**src/hw/hazard_settings.svh**
```systemverilog
`ifndef HAZARD_SETTINGS_SVH
`define HAZARD_SETTINGS_SVH

// datapath word and register index widths
`define DATA_W 32
`define REG_AW 5

// bypass source codes for the execute operands
`define FWD_NONE 2'd0 // register file value
`define FWD_MEM  2'd1 // result held in the memory stage
`define FWD_WB   2'd2 // result held in the writeback stage

`endif

```
**src/hw/hazardPkg.sv**
```systemverilog
`include "hazard_settings.svh"

package hazardPkg;

    // R-type layout, register to register ops
    typedef struct packed {
        logic [5:0]         op;    // zero for the whole R group
        logic [`REG_AW-1:0] rs;    // first source
        logic [`REG_AW-1:0] rt;    // second source
        logic [`REG_AW-1:0] rd;    // destination
        logic [4:0]         shamt;
        logic [5:0]         funct; // picks the ALU op, not modelled
    } rFields_t;

    // I-type layout, immediate ops, loads, stores and branches
    typedef struct packed {
        logic [5:0]         op;
        logic [`REG_AW-1:0] rs;
        logic [`REG_AW-1:0] rt;  // destination for loads and ALU immediates
        logic [15:0]        imm;
    } iFields_t;

    // one fetched word seen through either layout
    // op and rs sit at the same bits in both views
    typedef union packed {
        rFields_t r;
        iFields_t i;
    } instrWord_t;

endpackage

```
**src/hw/stageBus.sv**
```systemverilog
`timescale 1ns/1ns
`include "hazard_settings.svh"

interface stageBus;

    logic [`REG_AW-1:0] rsE;       // execute stage sources
    logic [`REG_AW-1:0] rtE;
    logic               regWriteM; // memory entry valid and writing
    logic [`REG_AW-1:0] destM;
    logic               regWriteW; // writeback entry valid and writing
    logic [`REG_AW-1:0] destW;
    logic               validE;    // execute holds a live entry

    // tracker side, publishes the stage snapshot
    modport track (
        output rsE, rtE, regWriteM, destM, regWriteW, destW, validE
    );

    // bypass side
    modport fwd (
        input rsE, rtE, regWriteM, destM, regWriteW, destW, validE
    );

endinterface

```
**src/hw/hazardCtl.sv**
```systemverilog
`timescale 1ns/1ns

interface hazardCtl;

    // hold keeps a stage register as it is
    logic holdF;
    logic holdD;
    logic holdE;
    logic holdM;
    logic holdW;

    // flush turns a stage register into a bubble, wins over hold
    logic flushD;
    logic flushE;
    logic flushM;

    modport drive (
        output holdF, holdD, holdE, holdM, holdW, flushD, flushE, flushM
    );

    modport apply (
        input holdF, holdD, holdE, holdM, holdW, flushD, flushE, flushM
    );

endinterface

```
**src/hw/forwardUnit.sv**
```systemverilog
`timescale 1ns/1ns
`include "hazard_settings.svh"

module forwardUnit (
    stageBus.fwd       sb,
    output logic [1:0] fwdA,
    output logic [1:0] fwdB
);

    // bypass choice for one execute source
    // the younger memory result wins over writeback
    function automatic logic [1:0] pickSrc(input logic [`REG_AW-1:0] src);
        logic [1:0] sel;
        sel = `FWD_NONE;
        if (sb.validE && src != '0) begin // r0 is hardwired, never bypassed
            if (sb.regWriteM && src == sb.destM)
                sel = `FWD_MEM;
            else if (sb.regWriteW && src == sb.destW)
                sel = `FWD_WB;
        end
        return sel;
    endfunction

    // same guard on both operands
    assign fwdA = pickSrc(sb.rsE);
    assign fwdB = pickSrc(sb.rtE);

endmodule

```
**src/hw/stallFlushUnit.sv**
```systemverilog
`timescale 1ns/1ns

module stallFlushUnit (
    input  logic     clk,
    input  logic     reset,
    input  logic     iCacheStall,
    input  logic     dCacheStall,
    input  logic     divStall,     // divide busy in execute
    input  logic     predFail,     // wrong branch prediction
    input  logic     jumpConflict, // jump target not ready
    input  logic     exception,
    hazardCtl.drive  hc,
    output logic     stallWindow
);

    logic cacheStall;
    logic longStall;
    logic longStallQ; // longStall one cycle late

    assign cacheStall = iCacheStall | dCacheStall;
    assign longStall  = cacheStall | divStall;

    always_ff @(posedge clk) begin
        if (reset) begin
            longStallQ <= 1'b0;
        end else begin
            longStallQ <= longStall;
        end
    end

    // covers the stall and the cycle right after it
    assign stallWindow = longStall | longStallQ;

    // front end freezes on any long stall
    // an exception still lets fetch move to the handler
    assign hc.holdF = longStall & ~exception;
    assign hc.holdD = longStall;
    assign hc.holdE = longStall;

    // only a cache miss freezes the back end
    assign hc.holdM = cacheStall; // divide lets memory and writeback drain
    assign hc.holdW = cacheStall;

    // redirects only land once the pipe is moving
    assign hc.flushD = exception | ((predFail | jumpConflict) & ~longStall);
    assign hc.flushE = exception | (predFail & ~longStall);

    // bubble into M behind a divide that sits in E
    assign hc.flushM = exception | (divStall & ~cacheStall);

endmodule

```
**src/hw/pipeTrack.sv**
```systemverilog
`timescale 1ns/1ns
`include "hazard_settings.svh"

module pipeTrack
    import hazardPkg::*;
(
    input  logic               clk,
    input  logic               reset,
    input  logic               issueValid,
    input  instrWord_t         issueInstr,
    input  logic [`DATA_W-1:0] issueResult, // precomputed result of the op
    hazardCtl.apply            hc,
    stageBus.track             sb,
    input  logic [1:0]         fwdA,
    input  logic [1:0]         fwdB,
    output logic [`DATA_W-1:0] operandA,
    output logic [`DATA_W-1:0] operandB,
    output logic               commitValid,
    output logic [`REG_AW-1:0] commitDest,
    output logic [`DATA_W-1:0] commitData
);

    localparam int NREGS = 1 << `REG_AW;

    logic [`DATA_W-1:0] regFile [0:NREGS-1];

    // decoded view of the word at the issue port
    logic [`REG_AW-1:0] issueDest;
    logic               issueWe;

    // stage entries
    logic               validD, validE, validM, validW;
    logic [`REG_AW-1:0] rsD, rtD, rsE, rtE;
    logic [`REG_AW-1:0] destD, destE, destM, destW;
    logic               weD, weE, weM, weW;
    logic [`DATA_W-1:0] resultD, resultE, resultM, resultW;

    always_comb begin
        // R group writes rd, everything else writes rt
        if (issueInstr.i.op == '0)
            issueDest = issueInstr.r.rd;
        else
            issueDest = issueInstr.i.rt;
        // branches (op 4..7) and stores (op 0x28..0x2f) retire without a write
        issueWe = !(issueInstr.r.op[5:2] == 4'b0001 || issueInstr.r.op[5:3] == 3'b101);
    end

    // valid bits, flush first, then hold, else shift
    // a held stage hands a bubble to the next one
    always_ff @(posedge clk) begin
        if (reset) begin
            validD <= 1'b0;
            validE <= 1'b0;
            validM <= 1'b0;
            validW <= 1'b0;
        end else begin
            if (hc.flushD)
                validD <= 1'b0;
            else if (!hc.holdD)
                validD <= issueValid; // issue dropped while D is held
            if (hc.flushE)
                validE <= 1'b0;
            else if (!hc.holdE)
                validE <= validD & ~hc.holdD;
            if (hc.flushM)
                validM <= 1'b0;
            else if (!hc.holdM)
                validM <= validE & ~hc.holdE;
            if (!hc.holdW)
                validW <= validM & ~hc.holdM; // W is never flushed
        end
    end

    // payload just follows the holds, valid says whether it counts
    always_ff @(posedge clk) begin
        if (!hc.holdD) begin
            rsD     <= issueInstr.r.rs;
            rtD     <= issueInstr.i.rt; // same bits as r.rt
            destD   <= issueDest;
            weD     <= issueWe;
            resultD <= issueResult;
        end
        if (!hc.holdE) begin
            rsE     <= rsD;
            rtE     <= rtD;
            destE   <= destD;
            weE     <= weD;
            resultE <= resultD;
        end
        if (!hc.holdM) begin
            destM   <= destE;
            weM     <= weE;
            resultM <= resultE;
        end
        if (!hc.holdW) begin
            destW   <= destM;
            weW     <= weM;
            resultW <= resultM;
        end
    end

    // snapshot for the bypass logic
    assign sb.rsE       = rsE;
    assign sb.rtE       = rtE;
    assign sb.validE    = validE;
    assign sb.regWriteM = validM & weM;
    assign sb.destM     = destM;
    assign sb.regWriteW = validW & weW;
    assign sb.destW     = destW;

    // execute operand, bypassed result or register file word
    function automatic logic [`DATA_W-1:0] pickOperand(
        input logic [1:0]         sel,
        input logic [`DATA_W-1:0] rfWord
    );
        logic [`DATA_W-1:0] val;
        case (sel)
            `FWD_MEM: val = resultM;
            `FWD_WB:  val = resultW;
            default:  val = rfWord;
        endcase
        return val;
    endfunction

    assign operandA = pickOperand(fwdA, regFile[rsE]);
    assign operandB = pickOperand(fwdB, regFile[rtE]);

    // retire in the cycle W lets go of its entry
    assign commitValid = validW & weW & ~hc.holdW;
    assign commitDest  = destW;
    assign commitData  = resultW;

    always_ff @(posedge clk) begin
        if (reset) begin
            for (int i = 0; i < NREGS; i++)
                regFile[i] <= '0;
        end else if (commitValid && destW != '0) begin // r0 stays zero
            regFile[destW] <= resultW;
        end
    end

endmodule

```
**src/hw/hazardTop.sv**
```systemverilog
`timescale 1ns/1ns
`include "hazard_settings.svh"

module hazardTop
    import hazardPkg::*;
(
    input  logic               clk,
    input  logic               reset,
    input  logic               issueValid,
    input  instrWord_t         issueInstr,
    input  logic [`DATA_W-1:0] issueResult,
    input  logic               iCacheStall,
    input  logic               dCacheStall,
    input  logic               divStall,
    input  logic               predFail,
    input  logic               jumpConflict,
    input  logic               exception,
    output logic               holdF,
    output logic               holdD,
    output logic               holdE,
    output logic               holdM,
    output logic               holdW,
    output logic               flushD,
    output logic               flushE,
    output logic               flushM,
    output logic               stallWindow,
    output logic [1:0]         fwdA,
    output logic [1:0]         fwdB,
    output logic [`DATA_W-1:0] operandA,
    output logic [`DATA_W-1:0] operandB,
    output logic               commitValid,
    output logic [`REG_AW-1:0] commitDest,
    output logic [`DATA_W-1:0] commitData
);

    stageBus  sbus (); // stage snapshot, tracker to bypass logic
    hazardCtl hctl (); // holds and flushes, controller to tracker

    forwardUnit fwdUnit (
        .sb   (sbus.fwd),
        .fwdA (fwdA),
        .fwdB (fwdB)
    );

    stallFlushUnit sfUnit (
        .clk          (clk),
        .reset        (reset),
        .iCacheStall  (iCacheStall),
        .dCacheStall  (dCacheStall),
        .divStall     (divStall),
        .predFail     (predFail),
        .jumpConflict (jumpConflict),
        .exception    (exception),
        .hc           (hctl.drive),
        .stallWindow  (stallWindow)
    );

    pipeTrack tracker (
        .clk         (clk),
        .reset       (reset),
        .issueValid  (issueValid),
        .issueInstr  (issueInstr),
        .issueResult (issueResult),
        .hc          (hctl.apply),
        .sb          (sbus.track),
        .fwdA        (fwdA),
        .fwdB        (fwdB),
        .operandA    (operandA),
        .operandB    (operandB),
        .commitValid (commitValid),
        .commitDest  (commitDest),
        .commitData  (commitData)
    );

    // control decisions also leave the top for observation
    assign holdF  = hctl.holdF;
    assign holdD  = hctl.holdD;
    assign holdE  = hctl.holdE;
    assign holdM  = hctl.holdM;
    assign holdW  = hctl.holdW;
    assign flushD = hctl.flushD;
    assign flushE = hctl.flushE;
    assign flushM = hctl.flushM;

endmodule

```
**config.mk**
```make
export PLATFORM = sky130hd
export DESIGN_NAME = hazardTop
export DESIGN_NICKNAME = d
export VERILOG_FILES = /design/src/hw/hazardPkg.sv /design/src/hw/stageBus.sv /design/src/hw/hazardCtl.sv /design/src/hw/forwardUnit.sv /design/src/hw/stallFlushUnit.sv /design/src/hw/pipeTrack.sv /design/src/hw/hazardTop.sv
export VERILOG_INCLUDE_DIRS = /design/src /design/src/hw
export SDC_FILE = /design/constraint.sdc
export NUM_CORES = 2
export LEC_CHECK = 0
export BUFFER_PORTS_ARGS = -buffer_cell sky130_fd_sc_hd__buf_4
export CAP_MARGIN = 20
export CORE_ASPECT_RATIO = 1.1
export CORE_MARGIN = 2
export CORE_UTILIZATION = 49
export CTS_CLUSTER_SIZE = 40
export DETAILED_ROUTE_END_ITERATION = 10
export PLACE_DENSITY = 0.62
export SYNTH_ARGS = -nofsm -noshare
export SYNTH_HDL_FRONTEND = slang
export SYNTH_SLANG_ARGS = --single-unit
```
**constraint.sdc**
```tcl
create_clock -name clk -period 5.8 [get_ports clk]
set_clock_uncertainty 0.2 [all_clocks]
set_input_delay 0.58 -clock clk [delete_from_list [all_inputs] [get_ports clk]]
set_output_delay 0.58 -clock clk [all_outputs]
set_load 0.05 [all_outputs]
```
==> flow_metrics.tcl <==
set metrics [dict create \
    post-place-ws_ns 1.37 \
    die_area_sq_um 131000 \
    die_w_um 346 \
    ant_nets 0 \
    ios 188 \
    most-common-layout-cells "edfxtp_1, mux2i_1, and2_1, a22oi_1, a21oi_1" \
    ys_seq_area_frac 0.576 \
    startpoint_type "register" \
    peakVddDrop_mv 0.233 \
    tns_ns 0 \
    cts_buffer_depth 3 \
    rows 137 \
    core_area_sq_um 127000 \
    wl_per_cell_um 32.4 \
    drv_cap 0 \
    wl_met3_um 19000 \
    worstPathCellList "xnor2_1 -> nand4_1 -> or3_1 -> or3_1 -> inv_1 -> ha_2 -> buf_4 -> a221oi_1 -> a21oi_1 -> buf_4" \
    hold_viol 0 \
    cts_tree "done" \
    mappedNetlistArea_sq_um 62900 \
    path_buf_inv 3 \
    route.met2.wl_um 103000 \
    setup_viol 0 \
    drt-initial-drc-count 5394 \
    avgSynthCellArea_sq_um 12.9 \
    p_per_area_nw_per_um2 284 \
    met1_length_um 85000 \
    grt_pass1_wl_um 306000 \
    synth-seq-cells 1211 \
    die_h_um 380 \
    cpPeakStageDelay_ns 0.87 \
    drc 0 \
    cp.required_ns 5.02 \
    setup_slack_ns 0.495 \
    dp_hpwl_um 132000 \
    cts_setup_buffers 0 \
    clk_pin_slew_ns 0.06 \
    fin_nets 5037 \
    final_common_cell "edfxtp_1" \
    antenna_found_initial 19 \
    slew_headroom 0.226 \
    grt_pass1_vias 42755 \
    synth_cell_type_count 39 \
    clock_sinks 1211 \
    total_power_mw 20.2 \
    cts_resized 0 \
    vias_per_cell 6.44 \
    clk_latency_ns 0.78 \
    grt_max_degree 89 \
    drt-total-wl_um 218000 \
    synthToLayoutAreaGrowth_pct 12.9 \
    routed.top_layer "met5" \
    min_period_ns 5.30 \
    synthCells 4856 \
    worstPathArrival_ns 4.52 \
    synth_edf_count 1196 \
    fmaxAchievable_mhz 189 \
    drv_slew 0 \
    yosysWarningCount 0 \
    synthFlopType "edfxtp_1" \
    worst_pin_slew_ns 1.16 \
    grt_setup_unrepaired "no" \
    status "completed" \
    numCtsBuffers 138 \
    cp_max_fo 43 \
    worstSetupPathType "register to output pin" \
    h-tree-depth 4 \
    min_path_type "input port to register" \
    first_pass_iters 6 \
    grt-ovfl-total 0 \
    synthArstFlopShare 0 \
    p_leak_nw 28.0 \
    start_util 0.495 \
    dp.cells 6422 \
    period_share 0.915 \
    cp_top_family "simple AND/OR/NAND/NOR gates" \
    instances_no_fill 6735 \
    slowest_stage "ha_2" \
    drive_gt1_frac 0.127 \
    vias 43348 \
    grt.total_usage 0.327 \
    gp_congestion 0.874 \
    io_buffer_count 176 \
    clock-root-buffer "clkbuf_16" \
    endpoint_kind "output pin" \
]
==> logic make-up after synthesis <==
logic type / after synthesis / share of synthesized area
fa+ha+maj: 4 / 0.000796
simple gates: 1187 / 0.118
other cells: 1 / 0.0000596
flops: 1211 / 0.576
compound gates: 905 / 0.0964
buf+inv: 488 / 0.0400
mux: 1040 / 0.166
xor+xnor: 20 / 0.00279
==> timing repair <==
item                                    4_1_cts  5_1_grt
hold buffers                                 55        0
endpoints found under the setup margin        0        0
endpoints found under the hold margin        51        0
==> per-stage QoR <==
stage | area, sq um | util | hold WS [ns]
6_report | 71000 | 0.559 | 0.0512
2_1_floorplan | 63000 | - | 0.200
3_5_place_dp | 65900 | 0.519 | 0.205
3_3_place_gp | 65900 | 0.519 | 0.202
4_1_cts | 70700 | 0.557 | 0.0166
5_1_grt | 71000 | 0.559 | 0.0485
==> area by class of cell <==
type	count	area, sq um
flip-flops and latches	1211	36200
multi-input cells	3188	24600
repair buffers	413	3870
clock inverters	69	455
diodes	6	15.0
clock buffers	172	3760
well taps	1668	2090
fillers	10317	56000
inverters	8	32.5
==> worst reg2reg max path, delay by kind of cell, from the launching register on <==
family	cells	cell delay, ns
buffers and inverters	2	0.84
flip-flops	1	0.73
AND/OR/NAND/NOR	3	1.62
==> where the power goes <==
group / internal (mW) / switching [mW] / leakage (nW)
clock network: 4.75 / 3.54 / 2.07
registers: 9.90 / 0.178 / 12.3
logic: 0.588 / 1.22 / 13.6
total: 15.2 / 4.94 / 28.0
==> final timing paths <==
path         slack [ns]                   from  cells past startpoint                endpoint
min                0.05                  reset                      2       sfUnit.longStallQ
max                0.50  tracker.commitDest[2]                     10            operandB[22]
max reg2reg        2.05  tracker.commitDest[1]                      5  tracker.regFile[7][25]
min reg2reg        0.22    tracker.resultD[22]                      0     tracker.resultE[22]
==> cell usage after synthesis, types with 15 or more instances <==
library cell,n,share of area
dfxtp_1,15,0.0048
or2_2,34,0.0034
and2_1,994,0.099
buf_4,46,0.0055
edfxtp_1,1196,0.57
clkbuf_1,342,0.020
mux2_2,15,0.0027
xnor2_1,16,0.0022
nand2_1,15,0.00090
a221oi_1,64,0.0089
buf_6,62,0.011
a22oi_1,512,0.061
buf_1,22,0.0013
or4_1,66,0.0079
a21oi_1,323,0.026
nor2_1,30,0.0018
mux2i_1,1025,0.16
==> flip-flops by register name (all words and copies together), names as in the netlist, 32 cells and up, named ones only <==
register and count:
tracker.regFile 1024, tracker.commitData 32, tracker.resultD 32, tracker.resultE 32, tracker.resultM 32
==> layer usage <==
| layer | vias up | global-route usage |
|---|---|---|
| met5 | - | 0 |
| met4 | 12 | 0.164 |
| met3 | 550 | 0.0593 |
| met2 | 2384 | 0.531 |
| met1 | 21925 | 0.421 |
| li1 | 18477 | - |
(Power assumes the default switching activity.)
